<file path="src/rtl/mont_pkg.sv">
package mont_pkg;

    // width of a, b, m and the result
    localparam int operand_width = 32;

    // radix-4 digits scanned from a
    localparam int digit_count = operand_width / 2;

    // holds C below 2M plus 3B or 3M
    localparam int acc_width = operand_width + 3;

    // digit counter width
    localparam int count_width = $clog2(digit_count);

    // counter value while the final digit is processed
    localparam logic [count_width-1:0] last_index = count_width'(digit_count - 1);

    // controller states
    typedef enum logic [2:0] {
        idle,
        pre_m,
        pre_b,
        add_b,
        add_m,
        reduce
    } mont_state_e;

    // multiple picked from the table, sel_none means nothing requested
    typedef enum logic [2:0] {
        sel_zero,
        sel_b,
        sel_2b,
        sel_3b,
        sel_m,
        sel_2m,
        sel_3m,
        sel_none
    } mult_sel_e;

endpackage

</file>
<file path="src/rtl/mont_ctrl.sv">
`timescale 1ns/1ps

module mont_ctrl (
    input  logic                  clk,
    input  logic                  resetn,
    input  logic                  start,
    input  logic                  last_digit,
    output logic                  capture,
    output mont_pkg::mult_sel_e   pre_sel,
    output logic                  step_b,
    output logic                  step_m,
    output logic                  count_clear,
    output logic                  count_step,
    output logic                  finish
);

    mont_pkg::mont_state_e state;
    mont_pkg::mont_state_e state_next;

    // state register
    always_ff @(posedge clk) begin
        if (!resetn) begin
            state <= mont_pkg::idle;
        end else begin
            state <= state_next;
        end
    end

    // every state lasts one cycle except idle
    always_comb begin
        state_next = state;
        case (state)
            mont_pkg::idle: begin
                if (start) begin
                    state_next = mont_pkg::pre_m;
                end
            end
            mont_pkg::pre_m: begin
                state_next = mont_pkg::pre_b;
            end
            mont_pkg::pre_b: begin
                state_next = mont_pkg::add_b;
            end
            mont_pkg::add_b: begin
                state_next = mont_pkg::add_m;
            end
            mont_pkg::add_m: begin
                // the last digit leaves the loop
                if (last_digit) begin
                    state_next = mont_pkg::reduce;
                end else begin
                    state_next = mont_pkg::add_b;
                end
            end
            mont_pkg::reduce: begin
                state_next = mont_pkg::idle;
            end
            default: begin
                state_next = mont_pkg::idle;
            end
        endcase
    end

    // precompute routing, 2M+M first, then 2B+B
    always_comb begin
        case (state)
            mont_pkg::pre_m: begin
                pre_sel = mont_pkg::sel_2m;
            end
            mont_pkg::pre_b: begin
                pre_sel = mont_pkg::sel_2b;
            end
            default: begin
                pre_sel = mont_pkg::sel_none;
            end
        endcase
    end

    // start is only honored in idle
    assign capture = (state == mont_pkg::idle) && start;

    assign step_b = (state == mont_pkg::add_b);
    assign step_m = (state == mont_pkg::add_m);

    // counter restarts with each accepted operation
    assign count_clear = capture;

    // one count per completed digit
    assign count_step = step_m;

    assign finish = (state == mont_pkg::reduce);

endmodule

</file>
<file path="src/rtl/digit_counter.sv">
`timescale 1ns/1ps

module digit_counter (
    input  logic clk,
    input  logic resetn,
    input  logic count_clear,
    input  logic count_step,
    output logic last_digit
);

    // index of the digit in progress
    logic [mont_pkg::count_width-1:0] count;

    always_ff @(posedge clk) begin
        if (!resetn) begin
            count <= '0;
        end else if (count_clear) begin
            count <= '0;
        end else if (count_step) begin
            // wraps back to zero after the final digit
            count <= count + 1'b1;
        end
    end

    // high through the add_b/add_m pair of the final digit
    assign last_digit = (count == mont_pkg::last_index);

endmodule

</file>
<file path="src/rtl/multiple_table.sv">
`timescale 1ns/1ps

module multiple_table (
    input  logic                                clk,
    input  logic                                resetn,
    input  logic                                capture,
    input  logic [mont_pkg::operand_width-1:0]  in_b,
    input  logic [mont_pkg::operand_width-1:0]  in_m,
    input  logic                                store_3b,
    input  logic                                store_3m,
    input  logic [mont_pkg::acc_width-1:0]      sum,
    input  mont_pkg::mult_sel_e                 sel,
    output logic [mont_pkg::acc_width-1:0]      multiple,
    output logic [1:0]                          m_low
);

    logic [mont_pkg::operand_width-1:0] b_q;
    logic [mont_pkg::operand_width-1:0] m_q;
    logic [mont_pkg::acc_width-1:0]     b3_q;
    logic [mont_pkg::acc_width-1:0]     m3_q;

    // operands held for the whole operation
    always_ff @(posedge clk) begin
        if (!resetn) begin
            b_q <= '0;
            m_q <= '0;
        end else if (capture) begin
            b_q <= in_b;
            m_q <= in_m;
        end
    end

    // 3B and 3M come back from the shared adder
    always_ff @(posedge clk) begin
        if (!resetn) begin
            b3_q <= '0;
            m3_q <= '0;
        end else begin
            if (store_3b) begin
                b3_q <= sum;
            end
            if (store_3m) begin
                m3_q <= sum;
            end
        end
    end

    // doubles are just wiring
    always_comb begin
        case (sel)
            mont_pkg::sel_b: begin
                multiple = {3'b000, b_q};
            end
            mont_pkg::sel_2b: begin
                multiple = {2'b00, b_q, 1'b0};
            end
            mont_pkg::sel_3b: begin
                multiple = b3_q;
            end
            mont_pkg::sel_m: begin
                multiple = {3'b000, m_q};
            end
            mont_pkg::sel_2m: begin
                multiple = {2'b00, m_q, 1'b0};
            end
            mont_pkg::sel_3m: begin
                multiple = m3_q;
            end
            // sel_zero and sel_none
            default: begin
                multiple = '0;
            end
        endcase
    end

    // quotient digit rule depends on m mod 4
    assign m_low = m_q[1:0];

endmodule

</file>
<file path="src/rtl/mont_accumulator.sv">
`timescale 1ns/1ps

module mont_accumulator (
    input  logic                                clk,
    input  logic                                resetn,
    input  logic                                capture,
    input  logic [mont_pkg::operand_width-1:0]  in_a,
    input  mont_pkg::mult_sel_e                 pre_sel,
    input  logic                                step_b,
    input  logic                                step_m,
    input  logic                                finish,
    input  logic [mont_pkg::acc_width-1:0]      multiple,
    input  logic [1:0]                          m_low,
    output mont_pkg::mult_sel_e                 sel,
    output logic [mont_pkg::acc_width-1:0]      sum,
    output logic                                store_3b,
    output logic                                store_3m,
    output logic [mont_pkg::operand_width-1:0]  result,
    output logic                                done
);

    // remaining digits of a, low digit first
    logic [mont_pkg::operand_width-1:0] a_q;
    // accumulator C
    logic [mont_pkg::acc_width-1:0]     c_q;
    logic [mont_pkg::acc_width-1:0]     addend;
    logic [mont_pkg::acc_width:0]       diff;
    logic [1:0]                         quot;
    logic                               precompute;

    assign precompute = (pre_sel != mont_pkg::sel_none);

    // store the sum into the table register being precomputed
    assign store_3m = (pre_sel == mont_pkg::sel_2m);
    assign store_3b = (pre_sel == mont_pkg::sel_2b);

    // during precompute the table gives 2X, so half of it is X
    assign addend = precompute ? (multiple >> 1) : c_q;

    // the single adder
    assign sum = addend + multiple;

    // makes C + quot*M a multiple of 4
    always_comb begin
        if (m_low == 2'b11) begin
            quot = c_q[1:0];
        end else begin
            quot = 2'b00 - c_q[1:0];
        end
    end

    always_comb begin
        sel = mont_pkg::sel_none;
        if (precompute) begin
            sel = pre_sel;
        end else if (step_b) begin
            // current digit of a times B
            case (a_q[1:0])
                2'd0: sel = mont_pkg::sel_zero;
                2'd1: sel = mont_pkg::sel_b;
                2'd2: sel = mont_pkg::sel_2b;
                2'd3: sel = mont_pkg::sel_3b;
            endcase
        end else if (step_m) begin
            case (quot)
                2'd0: sel = mont_pkg::sel_zero;
                2'd1: sel = mont_pkg::sel_m;
                2'd2: sel = mont_pkg::sel_2m;
                2'd3: sel = mont_pkg::sel_3m;
            endcase
        end else if (finish) begin
            // M for the trial subtraction
            sel = mont_pkg::sel_m;
        end
    end

    // a digits and C
    always_ff @(posedge clk) begin
        if (capture) begin
            a_q <= in_a;
            c_q <= '0;
        end else if (step_b) begin
            c_q <= sum;
        end else if (step_m) begin
            // low two bits are zero here
            a_q <= {2'b00, a_q[mont_pkg::operand_width-1:2]};
            c_q <= {2'b00, sum[mont_pkg::acc_width-1:2]};
        end
    end

    // borrow out means C < M
    assign diff = {1'b0, c_q} - {1'b0, multiple};

    always_ff @(posedge clk) begin
        if (!resetn) begin
            result <= '0;
            done   <= 1'b0;
        end else begin
            done <= finish;
            if (finish) begin
                if (diff[mont_pkg::acc_width]) begin
                    result <= c_q[mont_pkg::operand_width-1:0];
                end else begin
                    result <= diff[mont_pkg::operand_width-1:0];
                end
            end
        end
    end

endmodule

</file>
<file path="src/rtl/montgomery_mult.sv">
`timescale 1ns/1ps

module montgomery_mult (
    input  logic                                clk,
    input  logic                                resetn,
    input  logic                                start,
    input  logic [mont_pkg::operand_width-1:0]  in_a,
    input  logic [mont_pkg::operand_width-1:0]  in_b,
    input  logic [mont_pkg::operand_width-1:0]  in_m,
    output logic [mont_pkg::operand_width-1:0]  result,
    output logic                                done
);

    // controller to datapath
    logic                           capture;
    mont_pkg::mult_sel_e            pre_sel;
    logic                           step_b;
    logic                           step_m;
    logic                           finish;

    // controller and counter
    logic                           count_clear;
    logic                           count_step;
    logic                           last_digit;

    // accumulator and table
    mont_pkg::mult_sel_e            sel;
    logic [mont_pkg::acc_width-1:0] sum;
    logic [mont_pkg::acc_width-1:0] multiple;
    logic                           store_3b;
    logic                           store_3m;
    logic [1:0]                     m_low;

    mont_ctrl ctrl_i (
        .clk         (clk),
        .resetn      (resetn),
        .start       (start),
        .last_digit  (last_digit),
        .capture     (capture),
        .pre_sel     (pre_sel),
        .step_b      (step_b),
        .step_m      (step_m),
        .count_clear (count_clear),
        .count_step  (count_step),
        .finish      (finish)
    );

    digit_counter counter_i (
        .clk         (clk),
        .resetn      (resetn),
        .count_clear (count_clear),
        .count_step  (count_step),
        .last_digit  (last_digit)
    );

    multiple_table table_i (
        .clk         (clk),
        .resetn      (resetn),
        .capture     (capture),
        .in_b        (in_b),
        .in_m        (in_m),
        .store_3b    (store_3b),
        .store_3m    (store_3m),
        .sum         (sum),
        .sel         (sel),
        .multiple    (multiple),
        .m_low       (m_low)
    );

    mont_accumulator acc_i (
        .clk         (clk),
        .resetn      (resetn),
        .capture     (capture),
        .in_a        (in_a),
        .pre_sel     (pre_sel),
        .step_b      (step_b),
        .step_m      (step_m),
        .finish      (finish),
        .multiple    (multiple),
        .m_low       (m_low),
        .sel         (sel),
        .sum         (sum),
        .store_3b    (store_3b),
        .store_3m    (store_3m),
        .result      (result),
        .done        (done)
    );

endmodule

</file>
<file path="config.mk">
export PLATFORM = sky130hd
export DESIGN_NAME = montgomery_mult
export DESIGN_NICKNAME = d
export VERILOG_FILES = /design/src/rtl/mont_pkg.sv /design/src/rtl/mont_ctrl.sv /design/src/rtl/digit_counter.sv /design/src/rtl/multiple_table.sv /design/src/rtl/mont_accumulator.sv /design/src/rtl/montgomery_mult.sv
export SDC_FILE = /design/constraint.sdc
export NUM_CORES = 1
export LEC_CHECK = 0
export BUFFER_PORTS_ARGS = -buffer_cell sky130_fd_sc_hd__buf_2
export CAP_MARGIN = 5
export CORE_MARGIN = 5
export CORE_UTILIZATION = 40
export DETAILED_ROUTE_END_ITERATION = 8
export PLACE_DENSITY = 0.59
export SYNTH_ARGS = -nofsm -noshare
export SYNTH_HDL_FRONTEND = slang
export SYNTH_SLANG_ARGS = --single-unit
</file>
<file path="constraint.sdc">
create_clock -name clk -period 20.5 [get_ports clk]
set_input_delay 3.075 -clock clk [delete_from_list [all_inputs] [get_ports clk]]
set_output_delay 3.075 -clock clk [all_outputs]
set_load 0.01 [all_outputs]
</file>
==> results of run 1 <==
==> metal layers <==
layer  part of all wire  global-route usage  up-vias
li1                   -                   -     6531
met1               0.49               0.319     6289
met2               0.42               0.311      444
met3              0.079              0.0427       43
met4              0.016              0.0390        0
met5                  0                   0        -
==> power breakdown <==
| part | leakage (nW) | internal [mW] | total (mW) | switching, mW |
|---|---|---|---|---|
| clock network | 0.499 | 0.334 | 0.544 | 0.210 |
| logic | 4.77 | 0.232 | 0.654 | 0.422 |
| registers | 2.01 | 0.524 | 0.554 | 0.0297 |
| total | 7.28 | 1.09 | 1.75 | 0.662 |
==> state kept, by name (all words and copies together), names as in the netlist <==
| name | cells |
|---|---|
| acc_i.c_q | 35 |
| table_i.b3_q | 35 |
| table_i.m3_q | 35 |
| acc_i.a_q | 32 |
| acc_i.result | 32 |
| table_i.b_q | 32 |
| table_i.m_q | 32 |
| counter_i.count | 4 |
| ctrl_i.state | 3 |
| acc_i.done | 1 |
==> critical path: cells and delay by family (launching register included) <==
| kind | cells | cell delay [ns] |
|---|---|---|
| adders and majority gates | 3 | 1.02 |
| xor gates and xnor gates | 1 | 0.29 |
| and+or+nand+nor | 3 | 0.92 |
| buffers and inverters | 3 | 1.21 |
| AOI/OAI and AO/OA | 14 | 4.28 |
| DFF | 1 | 0.68 |
==> stage by stage <==
step                      cells  cell area [um^2]  worst slack [ns]
after floorplan            1801             14300             13.94
after global placement     2296             15300             12.37
after detailed placement   2296             15300             12.08
after CTS                  2347             16300             12.04
after global routing       2347             16300             11.10
final                      2347             16300             11.97
==> layout make-up <==
cell class	instances	area, um^2
well taps	461	577
flip-flops and latches	241	5140
repair buffers	148	783
multi-input cells	1383	8520
clock inverters	10	179
fillers	3621	19100
clock buffers	41	840
inverters	63	239
==> cell usage after synthesis (16+ instances only) <==
master                     instances  area share
sky130_fd_sc_hd__dfxtp_1         209        0.29
sky130_fd_sc_hd__a222oi_1         18       0.013
sky130_fd_sc_hd__edfxtp_1         32       0.067
sky130_fd_sc_hd__o21ai_0          57       0.020
sky130_fd_sc_hd__ha_1             76       0.067
sky130_fd_sc_hd__xor2_1           16      0.0098
sky130_fd_sc_hd__xnor2_1          43       0.026
sky130_fd_sc_hd__inv_1            61       0.016
sky130_fd_sc_hd__nand2_1         366       0.096
sky130_fd_sc_hd__nor2_1          182       0.048
sky130_fd_sc_hd__a221oi_1         35       0.021
sky130_fd_sc_hd__a21oi_1         207       0.072
sky130_fd_sc_hd__a221o_1          31       0.022
sky130_fd_sc_hd__mux2i_1          75       0.053
sky130_fd_sc_hd__a21o_1           52       0.027
sky130_fd_sc_hd__nand3_1          18      0.0063
sky130_fd_sc_hd__clkbuf_1        101       0.027
sky130_fd_sc_hd__a211oi_1         19       0.010
==> cells in the final DEF, fill, tap and decap left out, drive strengths merged, types with 9 or more instances in the layout <==
cell type,count
edfxtp,32
buf,148
a22oi,14
a221o,31
nand4,10
a211oi,20
nand3,18
nor2b,9
a21o,52
mux2i,75
xnor2,43
nand2,366
and3,9
o211ai,11
nor3,12
xor2,16
o21ai,61
dfxtp,209
a222oi,18
a21oi,208
ha,76
or3,9
a221oi,35
clkbuf,41
inv,63
nor2,182
==> path summary, 6_finish.rpt <==
| kind | startpoint | endpoint | slack [ns] | depth (start not counted) |
|---|---|---|---|---|
| setup / recovery | ctrl_i.state[0] | acc_i.c_q[34] | 11.97 | 24 |
| setup reg to reg | ctrl_i.state[0] | acc_i.c_q[34] | 11.97 | 24 |
| hold reg to reg | acc_i.result[13] | acc_i.result[13] | 0.45 | 2 |
| hold / removal | acc_i.result[13] | acc_i.result[13] | 0.45 | 2 |
==> logic make-up (layout without fill, tap and decap cells) <==
family                   count (synthesis)  in the layout
adder cells (fa/ha/maj)                 80             80
buffers and inverters                  177            262
flip-flops                             241            241
multiplexers                            75             75
AND/OR/NAND/NOR                        650            650
XOR/XNOR                                59             59
AO/OA/AOI/OAI                          519            519
==> impl.org, run 1 <==
** Synth
- Synthesis produced about 1800 cells.
- Share of synthesized area occupied by flip-flops and latches :: 0.360
- Measured against the total synthesized area, the mux share comes to 0.0525.
- Among all flip-flop cells after synthesis, the most frequent one is sky130_fd_sc_hd__dfxtp_1.
- FFs w/ async S/R, synth :: 0
- Of the total synthesized cell area, the portion taken by AND, OR, NAND and NOR gates is 0.190.
- In this run the mean area of a mapped cell was 7.94 um^2.
- Yosys warns :: 0
- The complex-gate fraction of the synthesized area was 0.242.
- Flops & latches, synth :: around 240
- Post-Synthesis Cell Area :: 14300 um^2
- Of the total synthesized cell area, the portion taken by full adders, half adders and majority gates is 0.0707.
- The synthesized netlist contains 81 unique library cells.
- Of the total synthesized cell area, the portion taken by XOR and XNOR cells is 0.0362.
- By area, the combinational part of the netlist is dominated by compound AO/OA/AOI/OAI gates.
- Counting every net in the synthesized netlist gives slightly below 2000.
- The synthesized design contains 32 enable-type register cells.

** Worst hold path
- The tightest min-delay check is of the register to register type.

** Die
- The die is 199 um wide.
- For this configuration, the core starts out at a cell density of 0.404.
- Vert. Die Dim :: 199 um
- Placeable core area :: 35400 um^2
- I/O pin count :: between 100 and 150
- Area of the die :: ~40000 um^2
- After floorplanning, the core was divided into between 60 and 70 placement rows.

** Drt
- Total wirelength of the detailed-routed design :: about 43000 um
- DRC violation count after routing :: 0
- For this block, the initial DRC count from the detailed router was 933.
- Detailed-route vias per instance :: 5.67
- The count of nets left with antenna violations once routing finished came out at 0.
- The first detailed-routing pass took 5 iterations.
- DR WL/cell :: around 18 um
- Total via count in the routed design :: about 13000

** Clocking
- In this run, CTS created clock tree buffers numbering 28.
- After clock tree synthesis, the setup repair step added 0 buffers.
- Buffers inserted to repair hold after CTS numbered 0.
- The tree is rooted in a sky130_fd_sc_hd__clkbuf_16.
- Resized Gates After CTS :: 0
- Longest Clk Path Bufs :: 3
- Number of sinks driven by the clock tree :: between 200 and 250
- Clock latency on the worst-skew pair :: 0.59 ns
- In this run the number of H-tree levels came out at 1.
- TritonCTS built the clock tree.
- Clock-pin slew was measured on the worst setup and hold paths at 0.06 ns.

** Setup path
- Cell chain of the critical path :: or3b_2, ha_2, buf_4, inv_1, o211ai_1, nor2_2, buf_4, a221o_1, a221oi_1, a21oi_1, ha_1, fa_1, a21o_1, a21oi_1, o21ai_0, a31oi_1, o21ai_0, a221o_1, o21ai_0, o21ai_0, o31a_1, xnor2_1, nand2_1, a21oi_1
- Required @ worst endpoint :: 20.99 ns
- Class of the most critical setup path :: register to register
- The worst setup path is launched from a register.
- Data arrives at the worst endpoint at 9.02 ns.
- On the critical path, the stage with the largest delay is an instance of sky130_fd_sc_hd__dfxtp_1.
- Critical path fanouts, max :: 73
- STA classifies the critical path endpoint as a register.
- Crit-path max cell delay :: 0.68 ns
- Most common cell on crit path :: sky130_fd_sc_hd__o21ai_0

** STA
- Crit share post-route :: 0.416
- Accumulated negative setup slack :: 0 ns
- Max-slew violation count :: 0
- Actual slew at the worst max-slew pin :: 1.09 ns
- Worst-case headroom to the max-slew limit :: 0.276
- Worst clock skew on the final layout :: roughly 0.036 ns
- Number of failing hold endpoints at the final stage :: 0
- Crit path time final :: 8.53 ns
- Static timing analysis puts the maximum clock frequency at 117 MHz.
- Setup-failing EPs final :: 0
- Worst hold slack :: 0.445 ns
- RSZ-0062 raised after global routing :: no

** Place
- At the end of routability-driven placement, the weighted congestion stood at ~0.93.
- Placed wire-length estimate :: 31400 um
- Number of buffers added on ports :: about 130

** Layout
- Relative to the synthesized area, the layout overhead comes to 13.9%.
- Fraction of layout cells with a size suffix above 1 :: 0.120
- At the end of the flow, the number of nets in the layout was around 2000.
- Number of diodes :: 0
- Final Core Density :: 0.460

** Global route
- Vias in the first global route :: ~13000
- The first global-routing pass estimated 68100 um of wire.
- Number of antenna violations at the first check in global routing :: 0
- Maximum number of pins on one net before global-route repair :: 94
- Aggregate global routing overflow :: 0
- Across every metal layer, demand over resource in global routing totals 0.210.

** Pwr
- Summed over all cells, the static leakage comes to slightly above 7 nW.
- Across the VDD grid, the largest voltage drop is 89.1 uV.
- Total power of the final layout :: 1.75 mW
- Power Dens Cells :: 108 nW/um^2

** Flow run
- Across the run, the number of max-cap violations was 0.

** Outcome
- The run finished with clean final reports.
No activity file was read; power rests on OpenSTA's default activity.
==> run 2, diff against run 1 <==
--- a/config.mk
+++ b/config.mk
@@ -10,7 +10,7 @@
 export CORE_MARGIN = 5
 export CORE_UTILIZATION = 40
 export DETAILED_ROUTE_END_ITERATION = 8
-export PLACE_DENSITY = 0.59
+export PLACE_DENSITY = 0.62
 export SYNTH_ARGS = -nofsm -noshare
 export SYNTH_HDL_FRONTEND = slang
 export SYNTH_SLANG_ARGS = --single-unit
==> constraint.sdc (replaced) <==
create_clock -name clk -period 7.4 [get_ports clk]
set_input_delay 1.11 -clock clk [delete_from_list [all_inputs] [get_ports clk]]
set_output_delay 1.11 -clock clk [all_outputs]
set_load 0.01 [all_outputs]
==> impl.org, run 2 (synthesis results as in run 1) <==
** Layout
- The combined area of the multi-input logic cells was 8530 um^2 (was 8520 um^2).
- The number of filler cells placed in the layout came to 3547 (was 3621).
- The fraction of layout instances using a drive strength above 1 came to 0.129 (was 0.120).
- Net total in the final layout :: 2060 (was 2042)
- The commonest non-fill, non-tap cell in the layout is sky130_fd_sc_hd__nand2_1 (unchanged).
- The antenna diode instance count was 0 (unchanged).
- Non-Filler Cell Area, Final :: 16400 um^2 (was 16300 um^2)
- Largest regs :: acc_i.c_q: 35 flops, table_i.b3_q: 35 flops, table_i.m3_q: 35 flops (unchanged)
- Register area :: 5140 um^2 (unchanged)
- Commonest non-fill, non-tap cells in the layout: sky130_fd_sc_hd__nand2_1, sky130_fd_sc_hd__dfxtp_1, sky130_fd_sc_hd__a21oi_1 (unchanged).
- P&R area growth vs syn :: 14.4% (was 13.9%)

** STA
- Crit path time final :: 6.91 ns (was 8.53 ns)
- RSZ-0062 raised after global routing: no (unchanged).
- The number of max-slew violations in the final report came to 0 (unchanged).
- Worst-case headroom to the max-slew limit :: 0.365 (was 0.276)
- Worst clock skew on the final layout :: 0.0196 ns (was 0.0364 ns)
- The setup-violating endpoint count in the final report came to 0 (unchanged).
- Number of failing hold endpoints at the final stage :: 0 (unchanged)
- Final setup margin :: 0.489 ns (was 11.97 ns)
- Accumulated negative setup slack :: 0 ns (unchanged)
- The post-route clock period utilization was 0.934 (was 0.416).
- The achievable frequency was 145 MHz (was 117 MHz).
- Actual slew at the worst max-slew pin :: 0.950 ns (was 1.09 ns)

** Drt
- The antenna violation net count after detailed routing is 0 (unchanged).
- Total wirelength of the detailed-routed design :: 43400 um (was 42900 um)
- Total via count in the routed design :: 13500 (was 13300)
- Detailed-route vias per instance :: 5.70 (was 5.67)
- The number of iterations in the first detailed-routing pass came to 5 (unchanged).
- The remaining design rule violation count is 0 (unchanged).
- The final routed wire length divided by cell count was 18.3 um (about the same).
- The number of DRC violations after detailed-routing iteration 0 came to 988 (was 933).

** Flow run
- The reported max-cap violation count is 0 (unchanged).

** Clocking
- The number of buffers added by the clock tree synthesis step is 27 (was 28).
- The insertion delay of the later-clocked pin in the worst-skew pair was 0.55 ns (was 0.59 ns).
- Number of sinks driven by the clock tree :: 241 (unchanged)
- The clock transition at the registers of the reported paths was 0.06 ns (about the same).
- The clock tree from TritonCTS is done (unchanged).
- The hold buffer count at cts was 0 (unchanged).
- Resized Gates After CTS :: 0 (unchanged)
- The maximum clock insertion buffer count came to 3 (unchanged).
- Post-CTS repair timing setup buffer count :: 0 (unchanged)
- H-Tree Depth :: 1 (unchanged)
- The clock tree root driver cell was sky130_fd_sc_hd__clkbuf_16 (unchanged).

** Place
- Worst Setup Slack post-DPL :: 0.446 ns (was 12.08 ns)
- The count of buffers inserted at the top-level ports came to 131 (unchanged).
- Placed wire-length estimate :: 32000 um (was 31400 um)
- Placed inst area :: 15400 um^2 (was 15300 um^2)
- Weighted congestion reported at the end of routability-driven placement :: 0.936 (was 0.929)

** Setup path
- Crit-path max cell delay :: 0.68 ns (about the same)
- The kind of end point of the critical path is a register (unchanged).
- The launch point of the critical path is ctrl_i.state[1] (was ctrl_i.state[0]).
- The standard cell with the maximum stage delay on the critical path is sky130_fd_sc_hd__o211ai_1 (was sky130_fd_sc_hd__dfxtp_1).
- CP Data Arrival Time :: 7.39 ns (was 9.02 ns)
- Reg-to-reg critical path startpoint :: ctrl_i.state[1] (was ctrl_i.state[0])
- Cell chain of the critical path :: or3b_2, ha_2, inv_1, o211ai_1, nor2_2, buf_4, a221o_1, a221oi_1, a21oi_1, ha_1, a21o_1, a21oi_1, o21ai_0, a31oi_1, o21ai_0, a221o_1, o21ai_0, o21ai_0, o31a_1, xnor2_1, mux2i_1, nor2_1 (was or3b_2, ha_2, buf_4, inv_1, o211ai_1, nor2_2, buf_4, a221o_1, a221oi_1, a21oi_1, ha_1, fa_1, a21o_1, a21oi_1, o21ai_0, a31oi_1, o21ai_0, a221o_1, o21ai_0, o21ai_0, o31a_1, xnor2_1, nand2_1, a21oi_1)
- Most common cell on crit path :: sky130_fd_sc_hd__o21ai_0 (unchanged)
- CP Launch Type :: register (unchanged)
- The critical path data required time is 7.88 ns (was 20.99 ns).
- The maximum fanout along the worst path is 30 (was 73).
- Class of the most critical setup path :: register to register (unchanged)

** Worst hold path
- Origin of the worst min-delay path :: acc_i.result[2] (was acc_i.result[13])
- The worst hold-check path type is register to register (unchanged).

** Global route
- Number of antenna violations at the first check in global routing :: 1 (was 0)
- Total GRT Usage :: 0.212 (was 0.210)
- Aggregate global routing overflow :: 0 (unchanged)
- The via count of the first global-routing pass was 12600 (was 12500).
- The maximum number of pins on one net before global-route repair came to 96 (was 94).
- The wire length of the first global-routing pass is 68600 um (was 68100 um).

** Die
- Placeable core area :: 35400 um^2 (unchanged)
- Vert. Die Dim :: 199 um (unchanged)
- The number of core rows was 69 (unchanged).
- I/O pin count :: 132 (unchanged)
- Effective utilization at floorplan :: 0.404 (unchanged)
- The die outline area is 39600 um^2 (unchanged).
- The die extent in x is 199 um (unchanged).

** Outcome
- Outcome: complete, no violations (unchanged).

** Pwr
- The power density relative to cell area was 294 nW/um^2 (was 108 nW/um^2).
- Max IR drop VDD :: 178 uV (was 89.1 uV)
- The total power of the final layout was 4.81 mW (was 1.75 mW).
- The leakage power total came to 7.33 nW (was 7.28 nW).
[run 2: worst max-delay path: cells and delay by family, from the launching register on]
kind,cells,cell delay [ns]
flops,1,0.45
buf+inv,2,0.42
compound gates,13,4.02
mux,1,0.13
simple gates,3,0.77
xor+xnor,1,0.31
fa+ha+maj,2,0.76
[run 2: worst paths after layout]
path | to | slack, ns | cells after the start
max | table_i.m3_q[34] | 0.49 | 22
min | acc_i.result[2] | 0.46 | 2
max reg2reg | table_i.m3_q[34] | 0.49 | 22
min reg2reg | acc_i.result[2] | 0.46 | 2
[run 2: metal layers]
layer	vias up	wire length, um	GRT usage
met4	2	630	0.0372
met2	475	18200	0.319
met3	52	3330	0.0330
met5	-	13	0
li1	6576	-	-
met1	6373	21200	0.323
[run 2: cell type report]
class,count,area share
timing repair buffer,166,0.0562
clock inverter,17,0.0132
clock buffer,33,0.0445
tap,461,0.0353
sequential,241,0.315
inverter,63,0.0146
multi-input combinational,1384,0.522
[run 2: report_power, final]
part	internal (mW)	total [mW]	leakage, nW	switching (mW)
logic	0.660	1.85	4.87	1.19
registers	1.45	1.53	2.01	0.0798
clock network	0.847	1.43	0.460	0.582
total	2.96	4.81	7.33	1.85
[run 2: stage by stage]
stage               hold slack [ns]  cells  utilization
floorplan                     0.447   1801            -
global placement              0.435   2314        0.435
detailed placement            0.447   2314        0.435
CTS                           0.458   2364        0.462
global route                  0.488   2365        0.462
finish                        0.456   2365        0.462
